## config.mk

```make
export PLATFORM = sky130hd
export DESIGN_NAME = ex_stage
export DESIGN_NICKNAME = d
export VERILOG_FILES = /design/src/design/ex_isa_pkg.sv /design/src/design/ex_pipe_pkg.sv /design/src/design/ex_regfile.sv /design/src/design/ex_alu.sv /design/src/design/ex_result_reg.sv /design/src/design/ex_stage.sv
export VERILOG_INCLUDE_DIRS = /design/src /design/src/design
export SDC_FILE = /design/constraint.sdc
export NUM_CORES = 1
export LEC_CHECK = 0
export BUFFER_PORTS_ARGS = -buffer_cell sky130_fd_sc_hd__buf_4
export CAP_MARGIN = 0
export CELL_PAD_IN_SITES_DETAIL_PLACEMENT = 0
export CELL_PAD_IN_SITES_GLOBAL_PLACEMENT = 1
export CORE_MARGIN = 2
export CORE_UTILIZATION = 33
export DETAILED_ROUTE_END_ITERATION = 10
export PLACE_DENSITY_LB_ADDON = 0.1
export REMOVE_ABC_BUFFERS = 1
export SLEW_MARGIN = 20
export SYNTH_ARGS = -nofsm -noshare
export SYNTH_HDL_FRONTEND = slang
export SYNTH_SLANG_ARGS = --single-unit
```

## constraint.sdc

```tcl
create_clock -name iw_clk -period 15.2 [get_ports iw_clk]
set_input_delay 1.52 -clock iw_clk [delete_from_list [all_inputs] [get_ports iw_clk]]
set_output_delay 1.52 -clock iw_clk [all_outputs]
set_load 0.02 [all_outputs]
```

## src/design/ex_consts.svh

```systemverilog
`ifndef EX_CONSTS_SVH
`define EX_CONSTS_SVH

// Data path and PC width.
`define EX_DATA_W      24

// General-purpose register file.
`define EX_REG_CNT     16
`define EX_REG_IDX_W   4

// Instruction fields.
`define EX_OPC_W       6
`define EX_CC_W        4
`define EX_IMM_W       12

`endif

```

## src/design/ex_isa_pkg.sv

```systemverilog
`include "ex_consts.svh"

package ex_isa_pkg;

    // Bit 4 marks immediate forms, bit 5 marks signed forms.
    typedef enum logic [`EX_OPC_W-1:0] {
        OPC_MOV   = 6'h00,
        OPC_ADD   = 6'h01,
        OPC_SUB   = 6'h02,
        OPC_AND   = 6'h03,
        OPC_OR    = 6'h04,
        OPC_XOR   = 6'h05,
        OPC_SHL   = 6'h06,
        OPC_SHR   = 6'h07,
        OPC_CMP   = 6'h08,
        OPC_JCC   = 6'h09,
        OPC_MOVI  = 6'h10,
        OPC_ADDI  = 6'h11,
        OPC_SUBI  = 6'h12,
        OPC_ANDI  = 6'h13,
        OPC_ORI   = 6'h14,
        OPC_XORI  = 6'h15,
        OPC_CMPI  = 6'h16,
        OPC_ADDS  = 6'h20,
        OPC_SUBS  = 6'h21,
        OPC_MOVIS = 6'h30,
        OPC_ADDIS = 6'h31,
        OPC_SUBIS = 6'h32
    } opcode_e;

    typedef enum logic [`EX_CC_W-1:0] {
        CC_RA = 4'd0,
        CC_EQ = 4'd1,
        CC_NE = 4'd2,
        CC_LT = 4'd3,
        CC_GT = 4'd4,
        CC_GE = 4'd5,
        CC_LE = 4'd6,
        CC_BT = 4'd7,
        CC_AT = 4'd8,
        CC_BE = 4'd9,
        CC_AE = 4'd10
    } cc_e;

    typedef struct packed {
        opcode_e                  opcode;
        logic [`EX_REG_IDX_W-1:0] tgt;
        logic [`EX_REG_IDX_W-1:0] src;
        cc_e                      cc;
        logic [`EX_DATA_W-`EX_OPC_W-2*`EX_REG_IDX_W-`EX_CC_W-1:0] pad;
    } r_form_t;

    typedef struct packed {
        opcode_e                  opcode;
        logic [`EX_REG_IDX_W-1:0] tgt;
        logic [`EX_DATA_W-`EX_OPC_W-`EX_REG_IDX_W-`EX_IMM_W-1:0] pad;
        logic [`EX_IMM_W-1:0]     imm;
    } i_form_t;

    // Same word, two views. Opcode and tgt line up in both.
    typedef union packed {
        r_form_t r;
        i_form_t i;
    } instr_u;

endpackage

```

## src/design/ex_pipe_pkg.sv

```systemverilog
`include "ex_consts.svh"

package ex_pipe_pkg;

    typedef struct packed {
        logic z;
        logic c;
        logic n;
        logic v;
    } flags_t;

    // Values after bypass and immediate extension.
    typedef struct packed {
        logic [`EX_DATA_W-1:0] src_val;
        logic [`EX_DATA_W-1:0] tgt_val;
        logic [`EX_DATA_W-1:0] imm_val;
    } operands_t;

    typedef struct packed {
        logic                     valid;
        logic                     we;
        logic [`EX_REG_IDX_W-1:0] tgt;
        logic [`EX_DATA_W-1:0]    data;
    } result_t;

    typedef struct packed {
        logic                  taken;
        logic [`EX_DATA_W-1:0] pc;
    } branch_t;

endpackage

```

## src/design/ex_regfile.sv

```systemverilog
`timescale 1ns/1ps
`include "ex_consts.svh"

module ex_regfile (
    input  logic                   iw_clk,
    input  logic                   iw_rst,
    input  ex_isa_pkg::instr_u     instr,
    input  ex_pipe_pkg::result_t   wb,
    output ex_pipe_pkg::operands_t operands
);
    logic [`EX_DATA_W-1:0] regs [`EX_REG_CNT];
    logic                  wb_hit_src;
    logic                  wb_hit_tgt;
    logic                  sign_ext;

    always_ff @(posedge iw_clk or posedge iw_rst) begin
        if (iw_rst) begin
            for (int i = 0; i < `EX_REG_CNT; i++) begin
                regs[i] <= '0;
            end
        end else if (wb.valid && wb.we) begin
            regs[wb.tgt] <= wb.data;
        end
    end

    // Result still in write-back wins over the array.
    assign wb_hit_src = wb.valid && wb.we && (wb.tgt == instr.r.src);
    assign wb_hit_tgt = wb.valid && wb.we && (wb.tgt == instr.r.tgt);

    assign operands.src_val = wb_hit_src ? wb.data : regs[instr.r.src];
    assign operands.tgt_val = wb_hit_tgt ? wb.data : regs[instr.r.tgt];

    assign sign_ext = instr.i.opcode inside {ex_isa_pkg::OPC_MOVIS,
                                             ex_isa_pkg::OPC_ADDIS,
                                             ex_isa_pkg::OPC_SUBIS};

    always_comb begin
        if (sign_ext) begin
            operands.imm_val = {{(`EX_DATA_W-`EX_IMM_W){instr.i.imm[`EX_IMM_W-1]}},
                                instr.i.imm};
        end else begin
            operands.imm_val = {{(`EX_DATA_W-`EX_IMM_W){1'b0}}, instr.i.imm};
        end
    end

endmodule

```

## src/design/ex_alu.sv

```systemverilog
`timescale 1ns/1ps
`include "ex_consts.svh"

module ex_alu (
    input  ex_isa_pkg::instr_u     instr,
    input  logic                   instr_valid,
    input  logic [`EX_DATA_W-1:0]  pc,
    input  ex_pipe_pkg::operands_t operands,
    input  ex_pipe_pkg::flags_t    flags,
    output ex_pipe_pkg::result_t   next_result,
    output ex_pipe_pkg::flags_t    next_flags,
    output ex_pipe_pkg::branch_t   next_branch
);
    localparam int MSB = `EX_DATA_W - 1;

    logic [`EX_DATA_W-1:0] tgt;
    logic [`EX_DATA_W-1:0] opb;
    logic [`EX_DATA_W:0]   wide;
    logic [`EX_DATA_W-1:0] res;
    logic                  wr_en;
    logic                  upd_z;
    logic                  is_jcc;
    logic                  cc_hit;
    ex_pipe_pkg::flags_t   fl;

    assign tgt = operands.tgt_val;
    assign opb = instr.r.opcode[4] ? operands.imm_val : operands.src_val; // Imm forms.

    // Condition test on the architectural flags.
    always_comb begin
        case (instr.r.cc)
            ex_isa_pkg::CC_RA: cc_hit = 1'b1;
            ex_isa_pkg::CC_EQ: cc_hit = flags.z;
            ex_isa_pkg::CC_NE: cc_hit = ~flags.z;
            ex_isa_pkg::CC_LT: cc_hit = flags.n ^ flags.v;
            ex_isa_pkg::CC_GT: cc_hit = ~flags.z & ~(flags.n ^ flags.v);
            ex_isa_pkg::CC_GE: cc_hit = ~(flags.n ^ flags.v);
            ex_isa_pkg::CC_LE: cc_hit = flags.z | (flags.n ^ flags.v);
            ex_isa_pkg::CC_BT: cc_hit = flags.c;
            ex_isa_pkg::CC_AT: cc_hit = ~flags.z & ~flags.c;
            ex_isa_pkg::CC_BE: cc_hit = flags.c | flags.z;
            ex_isa_pkg::CC_AE: cc_hit = ~flags.c;
            default:           cc_hit = 1'b0;
        endcase
    end

    always_comb begin
        wide   = '0;
        res    = '0;
        wr_en  = 1'b1;
        upd_z  = 1'b1;
        is_jcc = 1'b0;
        fl     = flags;
        case (instr.r.opcode)
            ex_isa_pkg::OPC_MOV, ex_isa_pkg::OPC_MOVI: begin
                res = opb;
            end
            ex_isa_pkg::OPC_ADD, ex_isa_pkg::OPC_ADDI: begin
                wide = {1'b0, tgt} + {1'b0, opb};
                res  = wide[MSB:0];
                fl.c = wide[`EX_DATA_W];  // Carry out.
            end
            ex_isa_pkg::OPC_SUB, ex_isa_pkg::OPC_SUBI,
            ex_isa_pkg::OPC_CMP, ex_isa_pkg::OPC_CMPI: begin
                wide  = {1'b0, tgt} - {1'b0, opb};
                res   = wide[MSB:0];
                fl.c  = wide[`EX_DATA_W];  // Borrow.
                wr_en = (instr.r.opcode == ex_isa_pkg::OPC_SUB) ||
                        (instr.r.opcode == ex_isa_pkg::OPC_SUBI);
            end
            ex_isa_pkg::OPC_AND, ex_isa_pkg::OPC_ANDI: res = tgt & opb;
            ex_isa_pkg::OPC_OR,  ex_isa_pkg::OPC_ORI:  res = tgt | opb;
            ex_isa_pkg::OPC_XOR, ex_isa_pkg::OPC_XORI: res = tgt ^ opb;
            ex_isa_pkg::OPC_SHL, ex_isa_pkg::OPC_SHR: begin
                if (opb >= `EX_DATA_W) begin
                    res  = '0;
                    fl.v = 1'b1;  // Shifted out entirely.
                end else begin
                    if (instr.r.opcode == ex_isa_pkg::OPC_SHL)
                        res = tgt << opb[4:0];
                    else
                        res = tgt >> opb[4:0];
                    fl.v = 1'b0;
                end
            end
            ex_isa_pkg::OPC_MOVIS: begin
                res  = opb;
                fl.n = res[MSB];
                fl.v = 1'b0;
            end
            ex_isa_pkg::OPC_ADDS, ex_isa_pkg::OPC_ADDIS: begin
                res  = tgt + opb;
                fl.n = res[MSB];
                fl.v = (tgt[MSB] == opb[MSB]) && (res[MSB] != tgt[MSB]);
            end
            ex_isa_pkg::OPC_SUBS, ex_isa_pkg::OPC_SUBIS: begin
                res  = tgt - opb;
                fl.n = res[MSB];
                fl.v = (tgt[MSB] != opb[MSB]) && (res[MSB] != tgt[MSB]);
            end
            ex_isa_pkg::OPC_JCC: begin
                is_jcc = 1'b1;
                wr_en  = 1'b0;
                upd_z  = 1'b0;
            end
            default: begin
                wr_en = 1'b0;
                upd_z = 1'b0;
            end
        endcase
        if (upd_z)
            fl.z = (res == '0);
    end

    // Nothing leaves the ALU without a strobe.
    always_comb begin
        next_result = '0;
        next_branch = '0;
        next_flags  = flags;
        if (instr_valid) begin
            next_result.valid = 1'b1;
            next_result.we    = wr_en;
            next_result.tgt   = instr.r.tgt;
            next_result.data  = res;
            next_flags        = fl;
            if (is_jcc && cc_hit) begin
                next_branch.taken = 1'b1;
                next_branch.pc    = pc + operands.src_val;  // PC-relative.
            end
        end
    end

endmodule

```

## src/design/ex_result_reg.sv

```systemverilog
`timescale 1ns/1ps
`include "ex_consts.svh"

module ex_result_reg (
    input  logic                 iw_clk,
    input  logic                 iw_rst,
    input  ex_pipe_pkg::result_t next_result,
    input  ex_pipe_pkg::flags_t  next_flags,
    input  ex_pipe_pkg::branch_t next_branch,
    output ex_pipe_pkg::result_t result,
    output ex_pipe_pkg::flags_t  flags,
    output ex_pipe_pkg::branch_t branch
);

    // Execute to write-back stage.
    always_ff @(posedge iw_clk or posedge iw_rst) begin
        if (iw_rst) begin
            result <= '0;
            branch <= '0;
        end else begin
            result <= next_result;
            branch <= next_branch;
        end
    end

    // Architectural flags.
    always_ff @(posedge iw_clk or posedge iw_rst) begin
        if (iw_rst)
            flags <= '0;
        else
            flags <= next_flags;  // ALU holds them when idle.
    end

endmodule

```

## src/design/ex_stage.sv

```systemverilog
`timescale 1ns/1ps
`include "ex_consts.svh"

module ex_stage (
    input  logic                  iw_clk,
    input  logic                  iw_rst,
    input  logic                  instr_valid,
    input  ex_isa_pkg::instr_u    instr,
    input  logic [`EX_DATA_W-1:0] pc,
    output ex_pipe_pkg::result_t  result,
    output ex_pipe_pkg::branch_t  branch,
    output ex_pipe_pkg::flags_t   flags
);
    ex_pipe_pkg::operands_t operands;
    ex_pipe_pkg::result_t   next_result;
    ex_pipe_pkg::flags_t    next_flags;
    ex_pipe_pkg::branch_t   next_branch;

    ex_regfile regfile_i (
        .iw_clk   (iw_clk),
        .iw_rst   (iw_rst),
        .instr    (instr),
        .wb       (result),  // Write-back and bypass source.
        .operands (operands)
    );

    ex_alu alu_i (
        .instr       (instr),
        .instr_valid (instr_valid),
        .pc          (pc),
        .operands    (operands),
        .flags       (flags),
        .next_result (next_result),
        .next_flags  (next_flags),
        .next_branch (next_branch)
    );

    ex_result_reg result_reg_i (
        .iw_clk      (iw_clk),
        .iw_rst      (iw_rst),
        .next_result (next_result),
        .next_flags  (next_flags),
        .next_branch (next_branch),
        .result      (result),
        .flags       (flags),
        .branch      (branch)
    );

endmodule

```

==> out/qor.txt, run 1 <==
Maximum VDD drop -> 0.0845 mV
Count of pins over their slew limit -> 0
Root Driver -> clkbuf_16
Critical Path Max Stage Delay -> 830 ps
Area Growth Syn to Fin -> 12.0%
Number of global-route vias before repair -> 24500
Worst setup path endpoint -> result_reg_i.flags[3]
Setup skew after layout -> 21.1 ps
WS Path Type -> in2reg
TritonCTS Buffers -> 54
Fraction of layout cells with a size suffix above 1 -> 0.317
Arrival time worst endpoint -> 8920 ps
Period utilization -> 0.553
RePlAce Congestion -> 0.937
CTS sink cnt -> 443
Final min period -> 8410 ps
Largest net degree at the start of global routing -> 105
Synth Flop Type -> dfrtp_1
CP Launch Type -> input pin
Residual DRC -> 0
Seq/Total Area, Yosys -> 0.364
Crit-path cells -> buf_4 > buf_4 > xnor2_1 > and3_1 > a21oi_1 > a21oi_4 > buf_4 > inv_1 > buf_4 > ha_1 > inv_1 > fa_1 > o21ba_2 > or4_1 > nand4b_1 > a211o_1 > o311ai_0 > a31oi_1 > a221oi_1 > o31ai_1 > o31ai_1 > a311oi_1 > nand4_1 > o41ai_2
Cells after Synth -> 2738
Post-route ant nets -> 0
Fmax -> 0.119 GHz
Worst Tran Pin Value -> 1090 ps
Standard-cell rows -> 111
Via Count -> 24500
Worst skew pair latency -> 630 ps
Setup TNS -> 0 ps
Power Dens Cells -> 87.3 nW/um^2
Die Y -> 308 um
Clock transition at path regs -> 60 ps
Req. time, crit path -> 15710 ps
R2R depth -> 22
Asr flop ratio synth -> 1.00
CP Launch Point -> instr[10]
Final setup violating endpoints -> 0
Global-route wire length before repair -> 181000 um
Post-DR vias/cell -> 6.16
DRT Wirelength -> 124000 um
Crit-path max FO -> 40
Final hold vios -> 0
Clk buf depth -> 3
Placement Cell Area -> 32400 um^2
CTS tree -> done
Iter 0 DRT Violations -> 2094
Initial antenna violation count -> 5
Cell area after synthesis -> 30500 um^2
Starting density of the core -> 0.333
CP max stage cell -> a21oi_1
RSZ-0062 raised after global routing -> no
Final-stage net count -> 2896
Pleak -> 15.3 nW
Cell repeated most along the worst path -> buf_4
Ys Warns -> 0
Netlist cell types -> 85
Post-synth EDFFs -> 0
Post-synth top area cell -> dfrtp_1
CP Capture Type -> flop
Die Area -> 94900 um^2
Largest cells by area after synthesis -> dfrtp_1 36%, mux4_2 15%, mux2_2 13%
Overflow after GRT -> 0
Post-cts resize count -> 0
CTS H-tree depth -> 2
Ports -> 110
Final instance area -> 34200 um^2
Max_slew headroom -> 0.265
FF-to-FF setup slack -> 8100 ps
Worst min path class -> reg2reg
WL/cell -> 31.2 um
Die width -> 308 um
Reg2reg end -> result_reg_i.flags[3]
TritonRoute pass-1 iters -> 8
Max cap viols -> 0
Most numerous cell in the Yosys netlist -> dfrtp_1
Synth Register Bits -> 443
I/O Buffers -> 109
Status -> completed
CTS Hold Bufs -> 0
Setup bufs post-CTS -> 0
Core Footprint -> 91700 um^2
Post-synth top cells -> 443 x dfrtp_1, 362 x mux2_2, 201 x mux4_2, 192 x nand2_1, 160 x nor2_1
Reg2reg start -> result_reg_i.result[27]
Synthesized area per cell -> 11.1 um^2
Detailed placement HPWL -> 85200 um
Post-synth top area share -> 0.364
All-Layer GR Usage -> 0.259
==> layout by cell type (no fill, tap or decap), types with 21 or more instances in the layout <==
master,count
dfrtp_1,443
mux2_2,362
mux4_2,201
nand2_1,192
buf_4,171
nor2_1,151
o21ai_0,143
mux2i_1,110
a21oi_1,110
ha_1,100
inv_1,92
a22oi_1,54
clkbuf_16,54
o22ai_1,44
nor3_1,33
a211oi_1,27
xnor2_1,24
nand3_1,24
o211ai_1,24
o221ai_1,23
and2_1,21
==> flip-flops by register name, summed over array words and instances (netlist names) <==
name and cells:
result_reg_i.result 30, result_reg_i.branch 25, result_reg_i.flags 4, regfile_i.regs 384
==> worst min-delay path by stage <==
stage | slack [ps] | cells past startpoint | from | to
2_1_floorplan | 460 | 2 | regfile_i.regs[357] | regfile_i.regs[357]
3_3_place_gp | 490 | 2 | regfile_i.regs[81] | regfile_i.regs[81]
3_5_place_dp | 490 | 2 | regfile_i.regs[75] | regfile_i.regs[75]
4_1_cts | 510 | 2 | regfile_i.regs[75] | regfile_i.regs[75]
5_1_grt | 540 | 1 | regfile_i.regs[45] | regfile_i.regs[45]
6_report | 510 | 2 | regfile_i.regs[81] | regfile_i.regs[81]
==> cells by family after synthesis <==
logic type	after synthesis	share of synthesized area
and+or+nand+nor	535	0.0798
DFF	443	0.364
xor gates and xnor gates	35	0.0101
muxes	683	0.323
AOI/OAI and AO/OA	612	0.134
adders and majority gates	103	0.0430
buffers and inverters	327	0.0467
==> cell type report <==
cell class	count	area [um^2]
diodes	1	2.50
clock buffers	77	1540
clock inverters	22	213
fillers	9002	57500
inverters	100	383
multi-input cells	1968	18100
flip-flops and latches	443	11100
well taps	1186	1480
repair buffers	175	1320
==> power by group <==
group | total, W | internal, W | leakage, nW | switching (W)
Sequential | 0.00124 | 0.00121 | 6.15 | 0.0000376
Clock | 0.00130 | 0.000740 | 0.866 | 0.000556
Combinational | 0.000441 | 0.000159 | 8.25 | 0.000282
==> stage by stage <==
step | instances | utilization | worst slack, ps | power [W] | hold WS [ps]
global placement | 3870 | 0.353 | 6450 | 0.00170 | 488
finish | 3972 | 0.373 | 6790 | 0.00298 | 506
global route | 3971 | 0.373 | 6480 | 0.00310 | 538
floorplan | 2511 | - | 1340 | 0.00150 | 461
detailed placement | 3872 | 0.353 | 6350 | 0.00170 | 492
CTS | 3971 | 0.373 | 6990 | 0.00301 | 506
==> routing by layer <==
metal / up-vias / wire, um / track usage
met1: 12900 / 55800 / 0.369
met4: 4 / 3270 / 0.0666
li1: 10400 / - / -
met2: 1042 / 56500 / 0.405
met3: 193 / 8230 / 0.0448
met5: - / 115 / 0.00775
==> worst max-delay path, delay by kind of cell <==
kind	cells	cell delay (ps)
compound gates	11	3480
buf+inv	6	1890
simple gates	4	1040
fa+ha+maj	2	690
xor+xnor	1	170
(Power assumes the default switching activity.)
==> run 2: changes to the inputs <==
clock period = 7.85 ns   (was 15.2 ns; I/O delays follow)
==> out/qor.txt, run 2 (same netlist as run 1, synthesis figures left out) <==
Status -> completed
Post-DR vias/cell -> 6.12
Setup skew after layout -> 32.1 ps
Crit-path max FO -> 25
TritonCTS Buffers -> 54
Max_slew headroom -> 0.333
WL/cell -> 31.7 um
Post-cts resize count -> 0
Overflow after GRT -> 0
Post-route ant nets -> 0
Pleak -> 15.5 nW
Final setup margin -> 482 ps
Via Count -> 24600
Share of power burned in the clock network -> 0.440
Crit-path cells -> xnor2_1 > nand3_1 > o41ai_1 > a21oi_4 > inv_1 > buf_4 > ha_1 > fa_1 > nor2b_1 > o31ai_1 > a21oi_1 > a41oi_1 > nand2_1 > a221oi_1 > o221ai_1 > a41oi_1 > nand4_1 > nor4_1 > nand4_1 > o41ai_2
Power Dens Cells -> 170 nW/um^2
Worst min path class -> in2async
Largest register FFs -> 384
Critical Path Stages -> 20
Period utilization -> 0.939
Biggest register -> regfile_i.regs
Initial antenna violation count -> 1
Setup bufs post-CTS -> 0
Worst skew pair latency -> 630 ps
RSZ-0062 raised after global routing -> no
CTS Hold Bufs -> 0
Top Registers -> regfile_i.regs (384), result_reg_i.result (30), result_reg_i.branch (25)
Area Growth Syn to Fin -> 13.3%
All-Layer GR Usage -> 0.267
Die width -> 308 um
Reg2reg start -> result_reg_i.result[24]
RePlAce Congestion -> 0.972
CP Launch Type -> flop
Final instance area -> 34500 um^2
Root Driver -> clkbuf_16
Die Y -> 308 um
Final setup violating endpoints -> 0
Number of global-route vias before repair -> 24600
Core Footprint -> 91700 um^2
Setup TNS -> 0 ps
Standard-cell rows -> 111
DP Worst Slack -> 452 ps
Internal power component -> 0.00418 W
Hold_ws -> 323 ps
Fmax -> 0.136 GHz
Fillers -> 9012
Detailed placement HPWL -> 91500 um
Largest net degree at the start of global routing -> 117
DRT Wirelength -> 127000 um
Maximum VDD drop -> 0.155 mV
Die Area -> 94900 um^2
Critical Path Max Stage Delay -> 910 ps
R2R depth -> 20
Fraction of layout cells with a size suffix above 1 -> 0.325
WP buf/inv -> 2
CTS tree -> done
Req. time, crit path -> 8380 ps
Clk buf depth -> 3
TritonRoute pass-1 iters -> 6
Ports -> 110
Reg2reg end -> result_reg_i.flags[3]
Iter 0 DRT Violations -> 1798
Starting density of the core -> 0.333
Final min period -> 7370 ps
Commonest non-fill, non-tap cell in the layout -> dfrtp_1
Global-route wire length before repair -> 184000 um
CTS sink cnt -> 443
WS Path Type -> reg2reg
I/O Buffers -> 109
Arrival time worst endpoint -> 7900 ps
CP Capture Type -> flop
Commonest non-fill, non-tap cells in the layout -> 443 x dfrtp_1, 362 x mux2_2, 209 x buf_4
CTS H-tree depth -> 2
Seq pwr share -> 0.410
Sw frac -> 0.289
Placement Cell Area -> 32700 um^2
Worst Tran Pin Value -> 992 ps
CP top delay family -> compound AO/OA/AOI/OAI gates
Count of pins over their slew limit -> 0
Reg area -> 11100 um^2
Residual DRC -> 0
Final-stage net count -> 2936
Final hold vios -> 0
CP max stage cell -> o41ai_1
Clock transition at path regs -> 60 ps
FF-to-FF setup slack -> 480 ps
Psw -> 0.00170 W
Multi-input gate area -> 18100 um^2
Combinational share of power -> 0.150
Max cap viols -> 0
[run 2: cell count changes in the layout (fill, tap and decap cells not counted), sizes merged]
cell	delta
buf	+40
bufinv	+2
clkbuf	+7
clkinv	-8
clkinvlp	-1
inv	+2
[run 2: routing by layer]
metal / track usage / vias to the layer above / wire length [um]
li1: - / 10500 / -
met1: 0.380 / 13100 / 58000
met2: 0.420 / 843 / 58500
met3: 0.0386 / 171 / 6930
met4: 0.0799 / 0 / 3800
met5: 0 / - / 0
[run 2: cell type report]
class | count | share of cell area
flip-flops and latches | 443 | 0.321
multi-input cells | 1968 | 0.525
clock inverters | 17 | 0.00619
clock buffers | 84 | 0.0459
inverters | 100 | 0.0111
diodes | 1 | 0.0000724
well taps | 1186 | 0.0430
repair buffers | 215 | 0.0481
[run 2: power by group through the flow]
| stage | Sequential, W | Clock (W) | Combinational, W |
|---|---|---|---|
| 2_1_floorplan | 0.00243 | 0 | 0.000479 |
| 3_3_place_gp | 0.00245 | 0 | 0.000871 |
| 3_5_place_dp | 0.00245 | 0 | 0.000875 |
| 4_1_cts | 0.00241 | 0.00264 | 0.000878 |
| 5_1_grt | 0.00242 | 0.00274 | 0.000944 |
| 6_report | 0.00241 | 0.00259 | 0.000880 |
[run 2: per-stage QoR]
step / cells / util / power (W)
finish: 4014 / 0.377 / 0.00588
global route: 4013 / 0.377 / 0.00610
CTS: 4013 / 0.377 / 0.00593
detailed placement: 3912 / 0.357 / 0.00333
global placement: 3912 / 0.357 / 0.00332
floorplan: 2511 / - / 0.00291
[run 2: how the worst max path moves through the flow]
stage / from / to
after CTS: result_reg_i.result[24] / result_reg_i.flags[3]
after global routing: result_reg_i.result[24] / result_reg_i.flags[3]
final: result_reg_i.result[24] / result_reg_i.flags[3]
after floorplan: iw_rst / regfile_i.regs[0]
after detailed placement: instr[10] / result_reg_i.flags[3]
after global placement: instr[10] / result_reg_i.flags[3]
[run 2: worst reg2reg max path, delay by kind of cell, from the launching register on]
kind,cells,cell delay [ps]
flip-flops,1,610
AND/OR/NAND/NOR,6,1550
buffers and inverters,2,500
adder cells (fa/ha/maj),2,530
XOR/XNOR,1,690
AO/OA/AOI/OAI,9,3420
